## config.mk

```make
export PLATFORM = sky130hd
export DESIGN_NAME = tri_out_fifo
export DESIGN_NICKNAME = d
export VERILOG_FILES = /design/src/common/geom_pkg.sv /design/src/tri_out_fifo.sv
export VERILOG_INCLUDE_DIRS = /design/src /design/src/common
export SDC_FILE = /design/constraint.sdc
export NUM_CORES = 1
export LEC_CHECK = 0
export BUFFER_PORTS_ARGS = -buffer_cell sky130_fd_sc_hd__buf_2
export CELL_PAD_IN_SITES_DETAIL_PLACEMENT = 1
export CELL_PAD_IN_SITES_GLOBAL_PLACEMENT = 1
export CORE_MARGIN = 5
export CORE_UTILIZATION = 35
export CTS_CLUSTER_DIAMETER = 100
export CTS_CLUSTER_SIZE = 28
export DETAILED_ROUTE_END_ITERATION = 16
export PLACE_DENSITY_LB_ADDON = 0.1
export SLEW_MARGIN = 20
export SYNTH_ARGS = -nofsm -noshare
export SYNTH_HDL_FRONTEND = slang
export SYNTH_SLANG_ARGS = --single-unit
```

## constraint.sdc

```tcl
create_clock -name clk_in -period 6.4 [get_ports clk_in]
set_clock_uncertainty 0.1 [all_clocks]
set_input_delay 1.92 -clock clk_in [delete_from_list [all_inputs] [get_ports clk_in]]
set_output_delay 1.92 -clock clk_in [all_outputs]
set_load 0.03 [all_outputs]
```

## src/common/raster_defs.svh

```systemverilog
// fixed-point formats, field widths and viewport constants of the raster front end
`ifndef RASTER_DEFS_SVH
`define RASTER_DEFS_SVH

`define FRAC_BITS    14    // camera vectors are q1.14
`define P_WIDTH      16    // signed vertex coordinate
`define C_WIDTH      18    // signed camera center
`define V_WIDTH      16    // camera basis vector component
`define ZWIDTH       16    // depth out of the projection

// viewport positions, signed
`define VX_WIDTH     18
`define VY_WIDTH     20

`define VW_OVER_TWO  320   // half viewport width
`define VH_OVER_TWO  240   // half viewport height

`define NUM_TRI      2048  // id is 11 bits
`define COLOR_WIDTH  16    // rgb565

`endif

```

## src/common/geom_pkg.sv

```systemverilog
// geometry types for vertices, camera pose and projected triangles
`include "raster_defs.svh"

package geom_pkg;

  typedef struct packed {
    logic signed [`P_WIDTH-1:0] x;
    logic signed [`P_WIDTH-1:0] y;
    logic signed [`P_WIDTH-1:0] z;
  } vec3_t;

  typedef struct packed {
    logic signed [`C_WIDTH-1:0] x;
    logic signed [`C_WIDTH-1:0] y;
    logic signed [`C_WIDTH-1:0] z;
  } cvec3_t;

  typedef struct packed {
    logic signed [`V_WIDTH-1:0] x;
    logic signed [`V_WIDTH-1:0] y;
    logic signed [`V_WIDTH-1:0] z;
  } nvec3_t;

  // camera center plus right, up and viewing axes
  typedef struct packed {
    cvec3_t c;
    nvec3_t u;
    nvec3_t v;
    nvec3_t n;
  } camera_t;

  typedef struct packed {
    logic [$clog2(`NUM_TRI)-1:0] id;
    vec3_t [2:0]                 vtx;  // vertex 0 in the low bits
    camera_t                     cam;
  } tri_in_t;

  typedef struct packed {
    logic signed [2:0][`VX_WIDTH-1:0] x;
    logic signed [2:0][`VY_WIDTH-1:0] y;
    logic        [2:0][`ZWIDTH-1:0]   z;
    logic        [`COLOR_WIDTH-1:0]   color;
  } screen_tri_t;

endpackage

```

## src/tri_out_fifo.sv

```systemverilog
// output queue of screen triangles on their way to the rasterizer
module tri_out_fifo import geom_pkg::*; #(
  parameter int DEPTH = 2
) (
  input  logic        clk_in,
  input  logic        rst_in,
  input  logic        wr_valid,
  input  screen_tri_t wr_tri,
  output logic        wr_ready,
  output logic        rd_valid,
  output screen_tri_t rd_tri,
  input  logic        rd_ready
);

  localparam int PW = (DEPTH > 1) ? $clog2(DEPTH) : 1;
  localparam int CW = $clog2(DEPTH + 1);

  screen_tri_t   mem [DEPTH];
  logic [PW-1:0] wr_ptr;
  logic [PW-1:0] rd_ptr;
  logic [CW-1:0] count;
  logic          push;
  logic          pop;

  function automatic logic [PW-1:0] next_ptr(input logic [PW-1:0] p);
    return (p == PW'(DEPTH - 1)) ? '0 : p + 1'b1;
  endfunction

  assign wr_ready = (count != CW'(DEPTH));  // not full
  assign rd_valid = (count != '0);
  assign rd_tri   = mem[rd_ptr];
  assign push     = wr_valid && wr_ready;
  assign pop      = rd_valid && rd_ready;

  always_ff @(posedge clk_in) begin
    if (rst_in) begin
      wr_ptr <= '0;
      rd_ptr <= '0;
      count  <= '0;
    end else begin
      if (push) begin
        wr_ptr <= next_ptr(wr_ptr);
      end
      if (pop) begin
        rd_ptr <= next_ptr(rd_ptr);
      end
      case ({push, pop})
        2'b10:   count <= count + 1'b1;
        2'b01:   count <= count - 1'b1;
        default: ;
      endcase
    end
  end

  always_ff @(posedge clk_in) begin
    if (push) begin
      mem[wr_ptr] <= wr_tri;
    end
  end

  // a write refused while full waits unchanged for room
  a_no_overwrite: assert property (@(posedge clk_in) disable iff (rst_in)
    wr_valid && !wr_ready |=> wr_valid && $stable(wr_tri));

endmodule

```

==> results of run 1 <==
per-layer routing:
metal	GRT usage	vias to the layer above	routed length, µm
met4	0.0284	10	392
met5	0	-	56
li1	-	3025	-
met3	0.0571	36	2920
met2	0.221	210	14400
met1	0.171	3325	12100
final timing paths:
| path | start | endpoint | slack, ns | depth (start not counted) |
|---|---|---|---|---|
| setup reg to reg | count[0]$_SDFFE_PP0P_ | mem[0][55]$_DFFE_PP_ | 3.96 | 4 |
| setup / recovery | register | rd_tri[103] | 1.88 | 3 |
| hold reg to reg | count[1]$_SDFFE_PP0P_ | count[1]$_SDFFE_PP0P_ | 0.43 | 2 |
| hold / removal | count[1]$_SDFFE_PP0P_ | count[1]$_SDFFE_PP0P_ | 0.43 | 2 |
layout make-up:
| type | count | area (µm²) |
|---|---|---|
| Fill cell | 3699 | 21400 |
| Sequential cell | 361 | 10800 |
| Multi-Input combinational cell | 196 | 2170 |
| Timing Repair Buffer | 369 | 1900 |
| Tap cell | 511 | 639 |
| Clock buffer | 27 | 473 |
| Antenna cell | 6 | 15.0 |
| Inverter | 1 | 8.76 |
power by group through the flow:
stage / Clock (mW) / Sequential (mW) / Combinational [mW]
detailed placement: 0 / 3.16 / 2.33
finish: 1.20 / 3.09 / 2.28
floorplan: 0 / 3.12 / 1.72
global route: 1.36 / 3.12 / 2.42
global placement: 0 / 3.15 / 2.33
CTS: 1.27 / 3.10 / 2.33
synth_stat cells:
cell type,number
nand2b_1,1
a21bo_2,1
o21ai_0,1
mux2_2,167
or3_1,1
mux2_4,10
or2_2,1
nand2_1,1
nor2_1,3
xor2_1,1
dfxtp_1,5
inv_1,1
edfxtp_1,356
a21oi_1,2
nand3b_1,1
and3_1,1
mux2_1,1
ha_1,1
buf_6,14
o21a_1,1
xnor2_1,2
buf_2,6
kinds of logic after synthesis:
family / after synthesis
DFF: 361
muxes: 178
buffers and inverters: 21
and+or+nand+nor: 9
AOI/OAI and AO/OA: 5
xor gates and xnor gates: 3
adders and majority gates: 1
worst min-delay path, cell delays in order (launching register included):
cell,delay [ns]
dfxtp_1,0.36
o21ai_0,0.08
a21oi_1,0.06
per-stage QoR:
step,instances,instance area (µm²),total power [mW],util
3_5_place_dp,1438,15500,5.48,0.415
2_1_floorplan,578,13100,4.85,-
5_1_grt,1468,16000,6.91,0.428
6_report,1471,16000,6.57,0.428
3_3_place_gp,1438,15500,5.47,0.415
4_1_cts,1465,16000,6.70,0.427
state kept, by name, summed over array words and instances, names as in the netlist, named ones only:
| signal | count |
|---|---|
| wr_ptr | 1 |
| count | 2 |
| rd_ptr | 1 |
| mem | 356 |
==> run_results.csv, run 1 <==
group,metric,value,unit
status,status,"finished clean",
run,maxCapViolCount,0,
power,power_per_cell_area,410,nW/µm²
placed_design,gp_congestion,0.734,
die,core_area,37400,µm²
cts,cts_htree_levels,1,
synth,synth_top_area_cell,"edfxtp_1",
sta,period_minus_slack,4.52,ns
synth,syn_nets,761,
sta,hold_violations,0,
worst_setup_path,cp_slowest_cell,"dfxtp_4",
synth,synth_xor_area_frac,0.00200,
cts,clockRootBuffer,"clkbuf_16",
synth,synth_top_area_share,0.813,
cts,hold_buffers,0,
sta,min_period_over_period,0.707,
final_layout,final_cell_mix,"buf_2, edfxtp_1, mux2_2",
final_layout,area_growth,21.7,%
synth,synth_compound_area_frac,0.00248,
power,comb_power_share,0.346,
final_layout,final_common_cell,"buf_2",
power,p_switching,2.31,mW
power,irDropWorstVdd,232,µV
synth,yosysUniqueCellTypes,22,
placed_design,port_buffers,361,
sta,worst_slack,1.88,ns
synth,avgSynthCellArea,22.7,µm²
sta,rsz0062_at_grt,"no",
sta,setup_viol,0,
synth,synthTopCellsByArea,"edfxtp_1, mux2_2, buf_6, mux2_4, dfxtp_1",
synth,synth_top_family_by_area,"multiplexers",
drt,vias,6606,
die,start_util,0.351,
sta,slew_violations,0,
drt,drc,0,
worst_setup_path,arrival,2.50,ns
placed_design,dpl.hpwl,20600,µm
drt,detail_route.wl_per_cell,20.3,µm
worst_setup_path,critPathRequiredTime,4.38,ns
die,rows,71,
global_route,grt_pass1_wl,43400,µm
synth,synthSimpleGateAreaFrac,0.00362,
sta,holdWs,0.428,ns
sta,worstMarginPinSlew,0.682,ns
power,p_clk_frac,0.183,
sta,relSlewSlack,0.546,
worst_setup_path,worst-path-buf-inv,2,
global_route,grt_pass1_vias,7043,
drt,vias_per_cell,4.49,
synth,ys_ff_latch,361,
sta,setup_tns,0,ns
worst_setup_path,worstSetupPathType,"register to output pin",
worst_setup_path,endpoint_kind,"output pin",
power,leakagePower,5.81,nW
cts,insertion_delay,0.51,ns
sta,fmax,221,MHz
global_route,grt_overflow,0,
global_route,antenna_found_initial,11,
drt,dr.pass1.iters,4,
cts,cts_sinks,361,
drt,route.antenna.remaining_nets,0,
cts,clock_tree.buffer_depth,3,
final_layout,nNetsFinal,1128,
power,p_int,4.26,mW
worst_setup_path,max_stage_delay,0.76,ns
synth,synth_fa_ha_area_frac,0.000952,
synth,synth_area,13100,µm²
synth,yosysWarnings,0,
global_route,grt_max_degree,82,
drt,drt_iter0_markers,241,
cts,cts_resized,0,
drt,routed_wl,29800,µm
worst_setup_path,worstPathMaxFanout,78,
cts,cts_setup_buffers,0,
cts,cts_made_buffers,16,
cts,clkSlewWorstSetupHoldPaths,0.11,ns
synth,synthCells,578,
die,floorplan.die_area,41500,µm²
die,ioPinCount,362,
worst_setup_path,path_cells,"buf_12 > mux2_2 > buf_2",
synth,seq_area_frac_synth,0.821,
worst_setup_path,startpoint_type,"register",
final_layout,final_layout_size_suffix_gt1_frac,0.596,
die,die_w,204,µm
power,seq_power_share,0.471,
synth,synthMuxAreaShare,0.155,
power,switching_share,0.351,
die,die_y,204,µm
placed_design,place_ws,2.38,ns
worst_setup_path,cp_top_family,"flip-flops",
cts,cts_tree,"built",
global_route,grt.total_usage,0.136,
min_path,hold_path_class,"register to register",
Note: power is estimated with default switching activity, not from simulation.
==> run 2: changes to the inputs <==
Clock period 6.4 ns to 4.5 ns, I/O delays scaled along.
==> run_results.csv, run 2 (synthesis results as in run 1) <==
group,metric,value,unit
status,status,"finished clean",
final_layout,fillers,3696,
placed_design,port_buffers,361,
final_layout,design_area,16100,µm²
drt,vias_per_cell,4.51,
cts,cts_setup_buffers,0,
sta,rsz0062_at_grt,"no",
die,ioPinCount,362,
final_layout,final_layout_size_suffix_gt1_frac,0.599,
drt,vias,6619,
sta,relSlewSlack,0.562,
cts,cts_made_buffers,16,
global_route,grt_overflow,0,
sta,slew_violations,0,
placed_design,place_ws,1.34,ns
drt,detail_route.wl_per_cell,20.5,µm
drt,drc,0,
placed_design,dpl.hpwl,21200,µm
power,leakagePower,5.83,nW
drt,route.antenna.remaining_nets,0,
cts,cts_htree_levels,1,
final_layout,reg_top3,"mem: 356 flops, count: 2 flops",
final_layout,largest-register,"mem",
cts,cts_sinks,361,
cts,clockRootBuffer,"clkbuf_16",
sta,fmax,272,MHz
worst_setup_path,arrival,2.22,ns
run,maxCapViolCount,0,
die,start_util,0.351,
cts,clkSlewWorstSetupHoldPaths,0.10,ns
power,irDropWorstVdd,341,µV
cts,cts_resized,0,
placed_design,place_inst,1442,
worst_setup_path,cp_slowest_cell,"dfxtp_4",
sta,worst_slack,0.830,ns
die,rows,71,
cts,insertion_delay,0.51,ns
worst_setup_path,startpoint_type,"register",
final_layout,final_common_cell,"buf_2",
final_layout,area_growth,22.2,%
cts,clock_tree.buffer_depth,3,
worst_setup_path,r2r_cells,3,
global_route,grt_pass1_wl,43800,µm
global_route,grt_pass1_vias,7031,
worst_setup_path,path_cells,"buf_12 > mux2_2 > buf_2",
final_layout,regArea,10800,µm²
cts,cts_tree,"built",
placed_design,placed_area,15600,µm²
die,die_y,204,µm
global_route,grt_max_degree,86,
power,p_total,9.35,mW
worst_setup_path,max_stage_delay,0.76,ns
sta,worstMarginPinSlew,0.657,ns
cts,hold_buffers,0,
worst_setup_path,worstPathMaxFanout,37,
drt,drt_iter0_markers,323,
final_layout,instances_no_fill,1469,
die,core_area,37400,µm²
min_path,min_path_cells,2,
sta,holdWs,0.434,ns
final_layout,multiInputGateArea,2170,µm²
sta,period_minus_slack,3.67,ns
final_layout,largest_register_ffs,356,
final_layout,fin_util,0.429,
worst_setup_path,critPathRequiredTime,3.05,ns
global_route,grt.total_usage,0.138,
worst_setup_path,endpoint_kind,"output pin",
drt,routed_wl,30100,µm
placed_design,gp_congestion,0.716,
sta,setup_viol,0,
sta,min_period_over_period,0.816,
worst_setup_path,crit_cells,3,
min_path,hold_path_class,"register to register",
worst_setup_path,worst-path-buf-inv,2,
global_route,antenna_found_initial,6,
worst_setup_path,cp_top_family,"flip-flops",
worst_setup_path,worstSetupPathType,"register to output pin",
drt,dr.pass1.iters,4,
die,die_w,204,µm
final_layout,nNetsFinal,1132,
die,floorplan.die_area,41500,µm²
sta,setup_tns,0,ns
sta,hold_violations,0,
power,power_per_cell_area,582,nW/µm²
final_layout,final_cell_mix,"buf_2, edfxtp_1, mux2_2",
==> run 2: cell types whose count changed in the layout (fill, tap and decap cells not counted) <==
| cell | before | now |
|---|---|---|
| diode_2 | 6 | 3 |
| clkinvlp_4 | 0 | 1 |
| inv_6 | 1 | 0 |
| clkbuf_1 | 9 | 7 |
| buf_4 | 5 | 4 |
| buf_12 | 3 | 8 |
| clkbuf_8 | 1 | 0 |
==> run 2: cell type report <==
type	count	share of cell area
Antenna cell	3	0.000467
Timing Repair Buffer	373	0.124
Tap cell	511	0.0398
Inverter	1	0.000467
Clock buffer	24	0.0281
Multi-Input combinational cell	196	0.135
Sequential cell	361	0.672
==> run 2: worst paths after layout <==
path                               from                    end  slack (ns)
hold / removal    count[1]$_SDFFE_PP0P_  count[1]$_SDFFE_PP0P_        0.43
hold reg to reg   count[1]$_SDFFE_PP0P_  count[1]$_SDFFE_PP0P_        0.43
setup reg to reg  count[0]$_SDFFE_PP0P_   mem[1][22]$_DFFE_PP_        2.29
setup / recovery               register             rd_tri[78]        0.83
==> run 2: where the power goes <==
part,leakage [nW],internal [mW],switching (mW),total [mW]
sequential,3.37,4.23,0.160,4.39
combinational,2.24,1.15,2.15,3.30
clock,0.218,0.705,0.960,1.67
==> run 2: worst min-delay path, stage by stage, from the launching register on <==
cell,delay [ns]
dfxtp_1,0.35
o21ai_0,0.08
a21oi_1,0.06
==> run 2: routing by layer <==
| layer | vias up | routed length [µm] | GRT usage |
|---|---|---|---|
| met2 | 193 | 15200 | 0.240 |
| met5 | - | 55 | 0 |
| met4 | 8 | 520 | 0.0248 |
| li1 | 3037 | - | - |
| met3 | 31 | 2580 | 0.0506 |
| met1 | 3350 | 11700 | 0.167 |
