### src/common/raster_defs.svh
// fixed-point formats, field widths and viewport constants of the raster front end
`ifndef RASTER_DEFS_SVH
`define RASTER_DEFS_SVH

`define FRAC_BITS    14    // camera vectors are q1.14
`define P_WIDTH      16    // signed vertex coordinate
`define C_WIDTH      18    // signed camera center
`define V_WIDTH      16    // camera basis vector component
`define ZWIDTH       16    // depth out of the projection

// viewport positions, signed
`define VX_WIDTH     18
`define VY_WIDTH     20

`define VW_OVER_TWO  320   // half viewport width
`define VH_OVER_TWO  240   // half viewport height

`define NUM_TRI      2048  // id is 11 bits
`define COLOR_WIDTH  16    // rgb565

`endif

### src/common/geom_pkg.sv
// geometry types for vertices, camera pose and projected triangles
`include "raster_defs.svh"

package geom_pkg;

  typedef struct packed {
    logic signed [`P_WIDTH-1:0] x;
    logic signed [`P_WIDTH-1:0] y;
    logic signed [`P_WIDTH-1:0] z;
  } vec3_t;

  typedef struct packed {
    logic signed [`C_WIDTH-1:0] x;
    logic signed [`C_WIDTH-1:0] y;
    logic signed [`C_WIDTH-1:0] z;
  } cvec3_t;

  typedef struct packed {
    logic signed [`V_WIDTH-1:0] x;
    logic signed [`V_WIDTH-1:0] y;
    logic signed [`V_WIDTH-1:0] z;
  } nvec3_t;

  // camera center plus right, up and viewing axes
  typedef struct packed {
    cvec3_t c;
    nvec3_t u;
    nvec3_t v;
    nvec3_t n;
  } camera_t;

  typedef struct packed {
    logic [$clog2(`NUM_TRI)-1:0] id;
    vec3_t [2:0]                 vtx;  // vertex 0 in the low bits
    camera_t                     cam;
  } tri_in_t;

  typedef struct packed {
    logic signed [2:0][`VX_WIDTH-1:0] x;
    logic signed [2:0][`VY_WIDTH-1:0] y;
    logic        [2:0][`ZWIDTH-1:0]   z;
    logic        [`COLOR_WIDTH-1:0]   color;
  } screen_tri_t;

endpackage

### src/tri_in_buf.sv
// input skid buffer that registers triangles and soaks up one stalled beat
module tri_in_buf import geom_pkg::*; (
  input  logic    clk_in,
  input  logic    rst_in,
  input  logic    in_valid,
  input  tri_in_t in_tri,
  output logic    in_ready,
  output logic    buf_valid,
  output tri_in_t buf_tri,
  input  logic    join_ready
);

  logic    spill_valid;
  tri_in_t spill_tri;
  logic    take;
  logic    main_free;

  assign take      = in_valid && in_ready;
  assign main_free = !buf_valid || join_ready;
  assign in_ready  = !spill_valid;  // straight off a flop

  always_ff @(posedge clk_in) begin
    if (rst_in) begin
      buf_valid   <= 1'b0;
      spill_valid <= 1'b0;
    end else if (main_free) begin
      buf_valid   <= spill_valid || take;
      spill_valid <= 1'b0;
    end else if (take) begin
      spill_valid <= 1'b1;  // main stalled, park the beat
    end
  end

  // spill slot drains first so order is kept
  always_ff @(posedge clk_in) begin
    if (main_free) begin
      buf_tri <= spill_valid ? spill_tri : in_tri;
    end else if (take) begin
      spill_tri <= in_tri;
    end
  end

  // a beat held off at the input waits unchanged
  a_in_hold: assert property (@(posedge clk_in) disable iff (rst_in)
    in_valid && !in_ready |=> in_valid && $stable(in_tri));

endmodule

### config.mk
export PLATFORM = sky130hd
export DESIGN_NAME = tri_in_buf
export DESIGN_NICKNAME = d
export VERILOG_FILES = /design/src/common/geom_pkg.sv /design/src/tri_in_buf.sv
export VERILOG_INCLUDE_DIRS = /design/src /design/src/common
export SDC_FILE = /design/constraint.sdc
export NUM_CORES = 1
export LEC_CHECK = 0
export ABC_AREA = 1
export BUFFER_PORTS_ARGS = -buffer_cell sky130_fd_sc_hd__buf_2
export CAP_MARGIN = 15
export CORE_UTILIZATION = 25
export CTS_CLUSTER_SIZE = 16
export DETAILED_ROUTE_END_ITERATION = 8
export SLEW_MARGIN = 15
export SYNTH_ARGS = -nofsm -noshare
export SYNTH_HDL_FRONTEND = slang
export SYNTH_SLANG_ARGS = --single-unit
export TNS_END_PERCENT = 20
### constraint.sdc
create_clock -name clk_in -period 71.6 [get_ports clk_in]
set_clock_uncertainty 0.15 [all_clocks]
set_input_delay 14.32 -clock clk_in [delete_from_list [all_inputs] [get_ports clk_in]]
set_output_delay 14.32 -clock clk_in [all_outputs]
set_load 0.01 [all_outputs]
==> out/results.ini, run 1 <==
[sta]
slew_headroom = 0.281
finalCritPeriodShare = 0.253
fmax_mhz = 55.1
fin_crit_ns = 18.14
rsz0062_at_grt = false
setup_tns_ns = 0
worst_slew_pin_slew_ns = 1.08
setup_viol = 0
report.final.slew_viol_count = 0
finalHoldViolations = 0

[power_and_ir_drop]
internal-power_uw = 716
p_clk_frac = 0.398
powerDensity_mw_per_mm2 = 27.9
power_frac_comb = 0.070
p_leak_nw = 13.9
total_power_uw = 922
vdd_drop_max_mv = 0.0230
switching_share = 0.224
p_sw_uw = 206
seqPwrFrac = 0.531

[detailed_routing]
antenna_left = 0
wl_per_cell_um = 15.9
dr.pass1.iters = 6
drtIter0Drc = 968
routed_wl_um = 63900
met1Wirelength_um = 25400
wl_met2_um = 31500
viasPerCell = 3.93
dr_wl_met3_um = 5390
top_layer_used = met5
vias = 15807
drc = 0

[synthesis]
ys_seq_area_frac = 0.820
syn_avg_cell_area_um2 = 13.9
synth_warnings = 0
synth.area.top_cells = edfxtp_1 (82%), nand2_1 (15%), buf_6 (1.3%), buf_2 (0.58%), buf_4 (0.55%)
yosysTopAreaCellShare = 0.819
yosysTopAreaCell = edfxtp_1
synth-seq-cells = 708
yosysMostFrequentCell = nand2_1
yosys-top-cells-count = nand2_1 (1062), edfxtp_1 (706), buf_2 (30), buf_6 (29), buf_4 (19)
ys_types = 12
synth_top_flop_cell = edfxtp_1
synth_cells = 1857
async_reset_ff_frac = 0
synth_area_mm2 = 0.0259
synth_edf_count = 706
synth_fp_nets = 2214

[floorplanning]
die_h_um = 324
num_rows = 117
die-area_mm2 = 0.105
fp.dieW_um = 324
io_pins = 712
start_util = 0.253
core_mm2 = 0.102

[place]
gp_congestion = 0.788
place_area_mm2 = 0.0307
dp_hpwl_um = 42900
numPortBuffers = 711

[final_layout]
layout-drive-gt1-share = 0.316
nets = 2941
multi_input_area_mm2 = 0.00402
area_growth_pct = 27.7
ff_latch_area_mm2 = 0.0212
filler_cell_count = 10279
final_area_mm2 = 0.0331

[setup_path]
r2r_setup_slack_ns = 66.58
crit_cells = 8
critPathSlowestCell = buf_4
cp_data_arrival_time_ns = 18.22
crit_path_end_kind = flip-flop
r2r_cells = 7
worstPathBufferInverterCount = 6
worstSetupPathType = in2reg
critPathRequiredTime_ns = 71.68
slowest_delay_ns = 0.79
reg2reg_from = spill_valid
rr_endpoint = spill_tri[144]
crit_family = buffers and inverters
critPathCapture = spill_tri[144]
startpoint = join_ready
worstPathCellList = buf_2, inv_1, nand2_4, nor2_4, buf_4, buf_4, buf_4, buf_4
cp-start-kind = input pin
worst-path-max-fanout = 65
crit_top_cell = buf_4

[clock_tree]
cts_hold_buf = 0
cts_tree = done
cts_sinks = 708
h-tree-depth = 3
post_cts_buffers = 0
cts_root_buf = clkbuf_16
post_cts_resize_count = 0
clock_path_buffers = 3
numCtsBuffers = 77
clk_latency_ns = 0.63
clk_pin_slew_ns = 0.06

[global_routing]
grt_pass1_wl_um = 91900
grt_max_degree = 162
antenna_found_initial = 16
grt_pass1_vias = 15401
grtUsageTotal = 0.116
grt_overflow = 0

[status]
status = complete, no violations

[run]
cap_violations = 0

[min_path]
hold_path.class = reg2reg
holdPathStages = 2

worst min-delay path by stage:
stage / start / endpoint / slack (ns)
finish: spill_tri[336] / buf_tri[336] / 0.35
global route: spill_tri[99] / buf_tri[99] / 0.37
CTS: spill_tri[99] / buf_tri[99] / 0.35
detailed placement: spill_tri[346] / buf_tri[346] / 0.35
global placement: spill_tri[226] / buf_tri[226] / 0.35
floorplan: spill_tri[0] / buf_tri[0] / 0.34
worst min-delay path, cell delays in order, from the launching register on:
cell,delay (ns)
edfxtp_1,0.31
nand2_1,0.05
nand2_1,0.05
final cells by class:
cell class	count	area share
Multi-Input combinational cell	1067	0.122
Clock buffer	93	0.0614
Antenna cell	11	0.000833
Sequential cell	708	0.643
Tap cell	1368	0.0518
Clock inverter	41	0.00855
Timing Repair Buffer	727	0.112
Inverter	3	0.000719
logic make-up after synthesis:
family	count (synthesis)	synth area share
flops	708	0.820
simple gates	1066	0.155
buf+inv	82	0.0250
compound gates	1	0.000193
through the flow:
| stage | setup WS [ns] | hold WS, ns | utilization | instances |
|---|---|---|---|---|
| floorplan | 11.54 | 0.344 | - | 1857 |
| global placement | 52.78 | 0.348 | 0.301 | 3873 |
| detailed placement | 52.73 | 0.350 | 0.301 | 3873 |
| CTS | 53.43 | 0.352 | 0.323 | 4007 |
| global route | 53.17 | 0.375 | 0.323 | 4016 |
| finish | 53.46 | 0.350 | 0.324 | 4018 |
power groups by stage:
| stage | Sequential [mW] | Clock [mW] | Combinational (mW) |
|---|---|---|---|
| after global placement | 0.498 | 0 | 0.0656 |
| after CTS | 0.490 | 0.381 | 0.0664 |
| after floorplan | 0.516 | 0 | 0.0182 |
| after detailed placement | 0.499 | 0 | 0.0663 |
| final | 0.490 | 0.367 | 0.0650 |
| after global routing | 0.492 | 0.395 | 0.0720 |
flip-flops by register name, summed over array words and instances (netlist names):
| register | cells |
|---|---|
| buf_tri | 353 |
| buf_valid | 1 |
| spill_tri | 353 |
| spill_valid | 1 |
layer usage:
layer  vias to the layer above  GRT usage
met5                         -          0
met2                       565      0.191
met1                      7376      0.136
li1                       7763          -
met4                         6     0.0515
met3                        97     0.0408
cell usage in the layout (no fill, tap or decap), drive strengths merged:
master    count
nand2      1062
buf         727
edfxtp      706
clkbuf       93
clkinv       34
diode        11
inv           6
nor2          3
bufinv        2
clkinvlp      2
dfxtp         2
o21ai         1
nand3         1
(Power assumes the default switching activity.)
==> run 2, diff against run 1 <==
clock period = 19 ns   (was 71.6 ns; I/O delays follow)
==> out/results.ini, run 2 (synthesis gave the netlist of run 1 again) <==
[status]
status = complete, no violations

[sta]
slew_headroom = 0.290  ; +0.00958
setup_viol = 0  ; unchanged
fin_ws_ns = 12.69  ; -40.77 ns
fin_crit_ns = 6.31
worst_slew_pin_slew_ns = 1.06  ; -0.0144 ns
setup_tns_ns = 0  ; unchanged
rsz0062_at_grt = false
finalHoldViolations = 0  ; unchanged
report.final.slew_viol_count = 0  ; unchanged
finalCritPeriodShare = 0.332
fmax_mhz = 158

[clock_tree]
h-tree-depth = 3  ; unchanged
post_cts_resize_count = 0  ; unchanged
clk_latency_ns = 0.64  ; about the same
post_cts_buffers = 0  ; unchanged
clock_path_buffers = 3  ; unchanged
clk_pin_slew_ns = 0.06  ; about the same
cts_sinks = 708  ; unchanged
cts_tree = done
cts_hold_buf = 0  ; unchanged
cts_root_buf = clkbuf_16
numCtsBuffers = 80  ; +3.9%

[place]
placedCellCount = 3873  ; unchanged
pre_cts_ws_ns = 12.05  ; -40.68 ns
numPortBuffers = 711  ; unchanged
gp_congestion = 0.778  ; -1.2%
dp_hpwl_um = 43800  ; +2.1%

[global_routing]
grt_pass1_wl_um = 94900  ; +3.3%
grtUsageTotal = 0.120  ; +0.00402
grt_max_degree = 165  ; +1.9%
antenna_found_initial = 23  ; +7
grt_pass1_vias = 15628  ; +1.5%
grt_overflow = 0  ; unchanged

[detailed_routing]
drc = 0  ; unchanged
vias = 15949  ; +0.90%
wl_per_cell_um = 16.5  ; +3.7%
drtIter0Drc = 1051  ; +8.6%
dr.pass1.iters = 5  ; -1
viasPerCell = 3.96  ; +0.55%
antenna_left = 0  ; unchanged
routed_wl_um = 66500  ; +4.1%

[final_layout]
area_growth_pct = 28.4
stdcell_count = 4032  ; +0.35%
nets = 2944  ; +0.10%
top_regs = buf_tri (353), spill_tri (353)
layout-drive-gt1-share = 0.317  ; +0.00109
filler_cell_count = 10277  ; -0.019%
final_cell_mix = nand2_1 (1061), buf_2 (711), edfxtp_1 (706)
layout.cells.most_common = nand2_1

[setup_path]
crit_family = flip-flops
worstPathBufferInverterCount = 2  ; -4
crit_path_end_kind = output port
r2r_setup_slack_ns = 15.47  ; -51.11 ns
worstSetupPathType = reg2out
critPathRequiredTime_ns = 15.05  ; -56.63 ns
cp-start-kind = flip-flop
cp_data_arrival_time_ns = 2.36  ; -15.86 ns
worstPathCellList = clkinv_8, buf_2
slowest_delay_ns = 0.83  ; +0.04 ns
critPathSlowestCell = dfxtp_4
worst-path-max-fanout = 78  ; +20%

[power_and_ir_drop]
powerDensity_mw_per_mm2 = 108  ; +290%
total_power_mw = 3.58  ; +290%
vdd_drop_max_mv = 0.0674  ; +190%
p_leak_nw = 14.0  ; +0.41%

[floorplanning]
core_mm2 = 0.102  ; unchanged
die_h_um = 324  ; unchanged
num_rows = 117  ; unchanged
die-area_mm2 = 0.105  ; unchanged
start_util = 0.253  ; unchanged
io_pins = 712  ; unchanged
fp.dieW_um = 324  ; unchanged

[min_path]
hold_path.class = reg2reg

[run]
cap_violations = 0  ; unchanged

[run 2: cell types whose count changed in the layout (fill, tap and decap cells not counted), sizes merged]
| cell | before | now |
|---|---|---|
| bufinv | 2 | 4 |
| clkbuf | 93 | 105 |
| clkinv | 34 | 26 |
| clkinvlp | 2 | 4 |
| diode | 11 | 12 |
| inv | 6 | 11 |
[run 2: worst reg2reg max path, delay by kind of cell (launching register included)]
kind | cells | cell delay (ns)
buffers and inverters | 3 | 2.03
flip-flops | 1 | 0.54
AND/OR/NAND/NOR | 2 | 0.34
[run 2: area by class of cell]
class | instances | area [um^2] | share of cell area
diodes | 12 | 30.0 | 0.000903
clock inverters | 42 | 378 | 0.0114
inverters | 3 | 27.5 | 0.000828
well taps | 1368 | 1710 | 0.0515
repair buffers | 727 | 3700 | 0.111
flip-flops and latches | 708 | 21200 | 0.639
clock buffers | 105 | 2120 | 0.0637
multi-input cells | 1067 | 4030 | 0.121
[run 2: metal layers]
metal / track usage / wire (um) / vias up
met1: 0.136 / 25600 / 7470
li1: - / - / 7792
met2: 0.201 / 33100 / 560
met3: 0.0478 / 6070 / 109
met4: 0.0494 / 1690 / 18
met5: 0 / 111 / -
[run 2: where the power goes]
group	internal (mW)	switching, mW
registers	1.82	0.0245
logic	0.0893	0.157
clock network	0.848	0.637
[run 2: final timing paths]
kind,startpoint,endpoint,cells after the start
setup reg to reg,spill_valid,spill_tri[111],5
hold reg to reg,spill_tri[125],buf_tri[125],2
hold / removal,spill_tri[125],buf_tri[125],2
setup / recovery,spill_valid,in_ready,2
[run 2: through the flow]
stage               hold slack, ns   util  instance area (um^2)
global route                 0.376  0.325                 33200
finish                       0.357  0.325                 33200
global placement             0.348  0.301                 30700
detailed placement           0.351  0.301                 30700
floorplan                    0.344      -                 25900
CTS                          0.353  0.325                 33200
==> run 3, diff against run 2 <==
clock period = 5.1 ns   (was 19 ns; I/O delays follow)
==> out/results.ini, run 3 (synthesis gave the netlist of run 1 again) <==
[setup_path]
crit_path_end_kind = output port
cp_data_arrival_time_ns = 2.76  ; +0.40 ns
cp-start-kind = flip-flop
worstPathCellList = clkinv_8, buf_2
worst-path-max-fanout = 160  ; +110%
crit_family = buffers and inverters
worstPathBufferInverterCount = 2  ; unchanged
worstSetupPathType = reg2out
slowest_delay_ns = 0.89  ; +0.06 ns
critPathRequiredTime_ns = 3.93  ; -11.12 ns
critPathSlowestCell = dfxtp_4

[detailed_routing]
drc = 0  ; unchanged
drtIter0Drc = 1152  ; +9.6%
routed_wl_um = 66000  ; -0.86%
wl_per_cell_um = 16.4  ; -0.64%
viasPerCell = 3.99  ; +0.86%
vias = 16050  ; +0.63%
dr.pass1.iters = 5  ; unchanged
antenna_left = 0  ; unchanged

[sta]
fin_hold_ws_ns = 0.360  ; +0.00308 ns
slew_headroom = 0.319  ; +0.0284
report.final.slew_viol_count = 0  ; unchanged
rsz0062_at_grt = false
finalHoldViolations = 0  ; unchanged
setup_tns_ns = 0  ; unchanged
fmax_mhz = 255
setup_viol = 0  ; unchanged
fin_crit_ns = 3.93
worst_slew_pin_slew_ns = 1.02  ; -0.0425 ns
finalCritPeriodShare = 0.770

[final_layout]
stdcell_count = 4023  ; -0.22%
nets = 2939  ; -0.17%
ff_latch_area_mm2 = 0.0212  ; unchanged
layout.cells.most_common = nand2_1
top_regs = buf_tri (353), spill_tri (353)
filler_cell_count = 10249  ; -0.27%
layout-drive-gt1-share = 0.320  ; +0.00299
area_growth_pct = 28.7
multi_input_area_mm2 = 0.00403  ; unchanged
final_area_mm2 = 0.0333  ; +0.26%
final_cell_mix = nand2_1 (1061), buf_2 (711), edfxtp_1 (706)

[power_and_ir_drop]
vdd_drop_max_mv = 0.388  ; +480%
total_power_mw = 13.4  ; +270%
p_leak_nw = 14.0  ; +0.33%
powerDensity_mw_per_mm2 = 402  ; +270%

[clock_tree]
clk_pin_slew_ns = 0.07  ; about the same
numCtsBuffers = 79  ; -1.3%
post_cts_resize_count = 0  ; unchanged
h-tree-depth = 3  ; unchanged
post_cts_buffers = 0  ; unchanged
clock_path_buffers = 3  ; unchanged
clk_latency_ns = 0.62  ; -0.02 ns
cts_sinks = 708  ; unchanged
cts_hold_buf = 0  ; unchanged
cts_root_buf = clkbuf_16
cts_tree = done

[run]
cap_violations = 0  ; unchanged

[place]
place_area_mm2 = 0.0308  ; +0.15%
placedCellCount = 3869  ; -0.10%
numPortBuffers = 711  ; unchanged
dp_hpwl_um = 43600  ; -0.57%
gp_congestion = 0.789  ; +1.3%

[global_routing]
grt_pass1_vias = 15680  ; +0.33%
grt_pass1_wl_um = 94200  ; -0.81%
antenna_found_initial = 17  ; -26%
grt_max_degree = 161  ; -2.4%
grtUsageTotal = 0.119  ; -0.00120
grt_overflow = 0  ; unchanged

[floorplanning]
num_rows = 117  ; unchanged
fp.dieW_um = 324  ; unchanged
start_util = 0.253  ; unchanged
core_mm2 = 0.102  ; unchanged
io_pins = 712  ; unchanged
die_h_um = 324  ; unchanged
die-area_mm2 = 0.105  ; unchanged

[min_path]
hold_path.class = reg2reg

[status]
status = complete, no violations

[run 3: stage by stage]
step	setup slack (ns)	util
4_1_cts	1.13	0.326
3_3_place_gp	1.78	0.301
6_report	1.17	0.326
5_1_grt	1.02	0.326
2_1_floorplan	-13.42	-
3_5_place_dp	1.80	0.301
[run 3: final timing paths]
| check | startpoint | slack [ns] | cells after the start | end |
|---|---|---|---|---|
| hold reg to reg | spill_tri[195] | 0.36 | 2 | buf_tri[195] |
| setup / recovery | spill_valid | 1.17 | 2 | in_ready |
| hold / removal | spill_tri[195] | 0.36 | 2 | buf_tri[195] |
| setup reg to reg | spill_valid | 1.87 | 5 | spill_tri[23] |
[run 3: report_power, final]
group | internal (mW) | switching, mW
Clock | 3.27 | 2.33
Combinational | 0.336 | 0.581
Sequential | 6.78 | 0.101
[run 3: layer usage]
layer	share of wire	GRT usage	vias to the layer above	wire length, um
li1	-	-	7761	-
met1	0.38	0.136	7539	25000
met2	0.49	0.196	602	32600
met3	0.088	0.0461	140	5820
met4	0.038	0.0538	8	2520
met5	0.00082	0	-	54
[run 3: cell type report]
cell class / count / area share
flip-flops and latches: 708 / 0.637
multi-input cells: 1067 / 0.121
repair buffers: 723 / 0.112
clock buffers: 99 / 0.0647
well taps: 1368 / 0.0514
clock inverters: 46 / 0.0116
inverters: 3 / 0.000826
diodes: 9 / 0.000676
[run 3: tightest hold or removal path: stages (launching register included)]
cell,delay (ns)
edfxtp_1,0.32
nand2_1,0.05
nand2_1,0.06
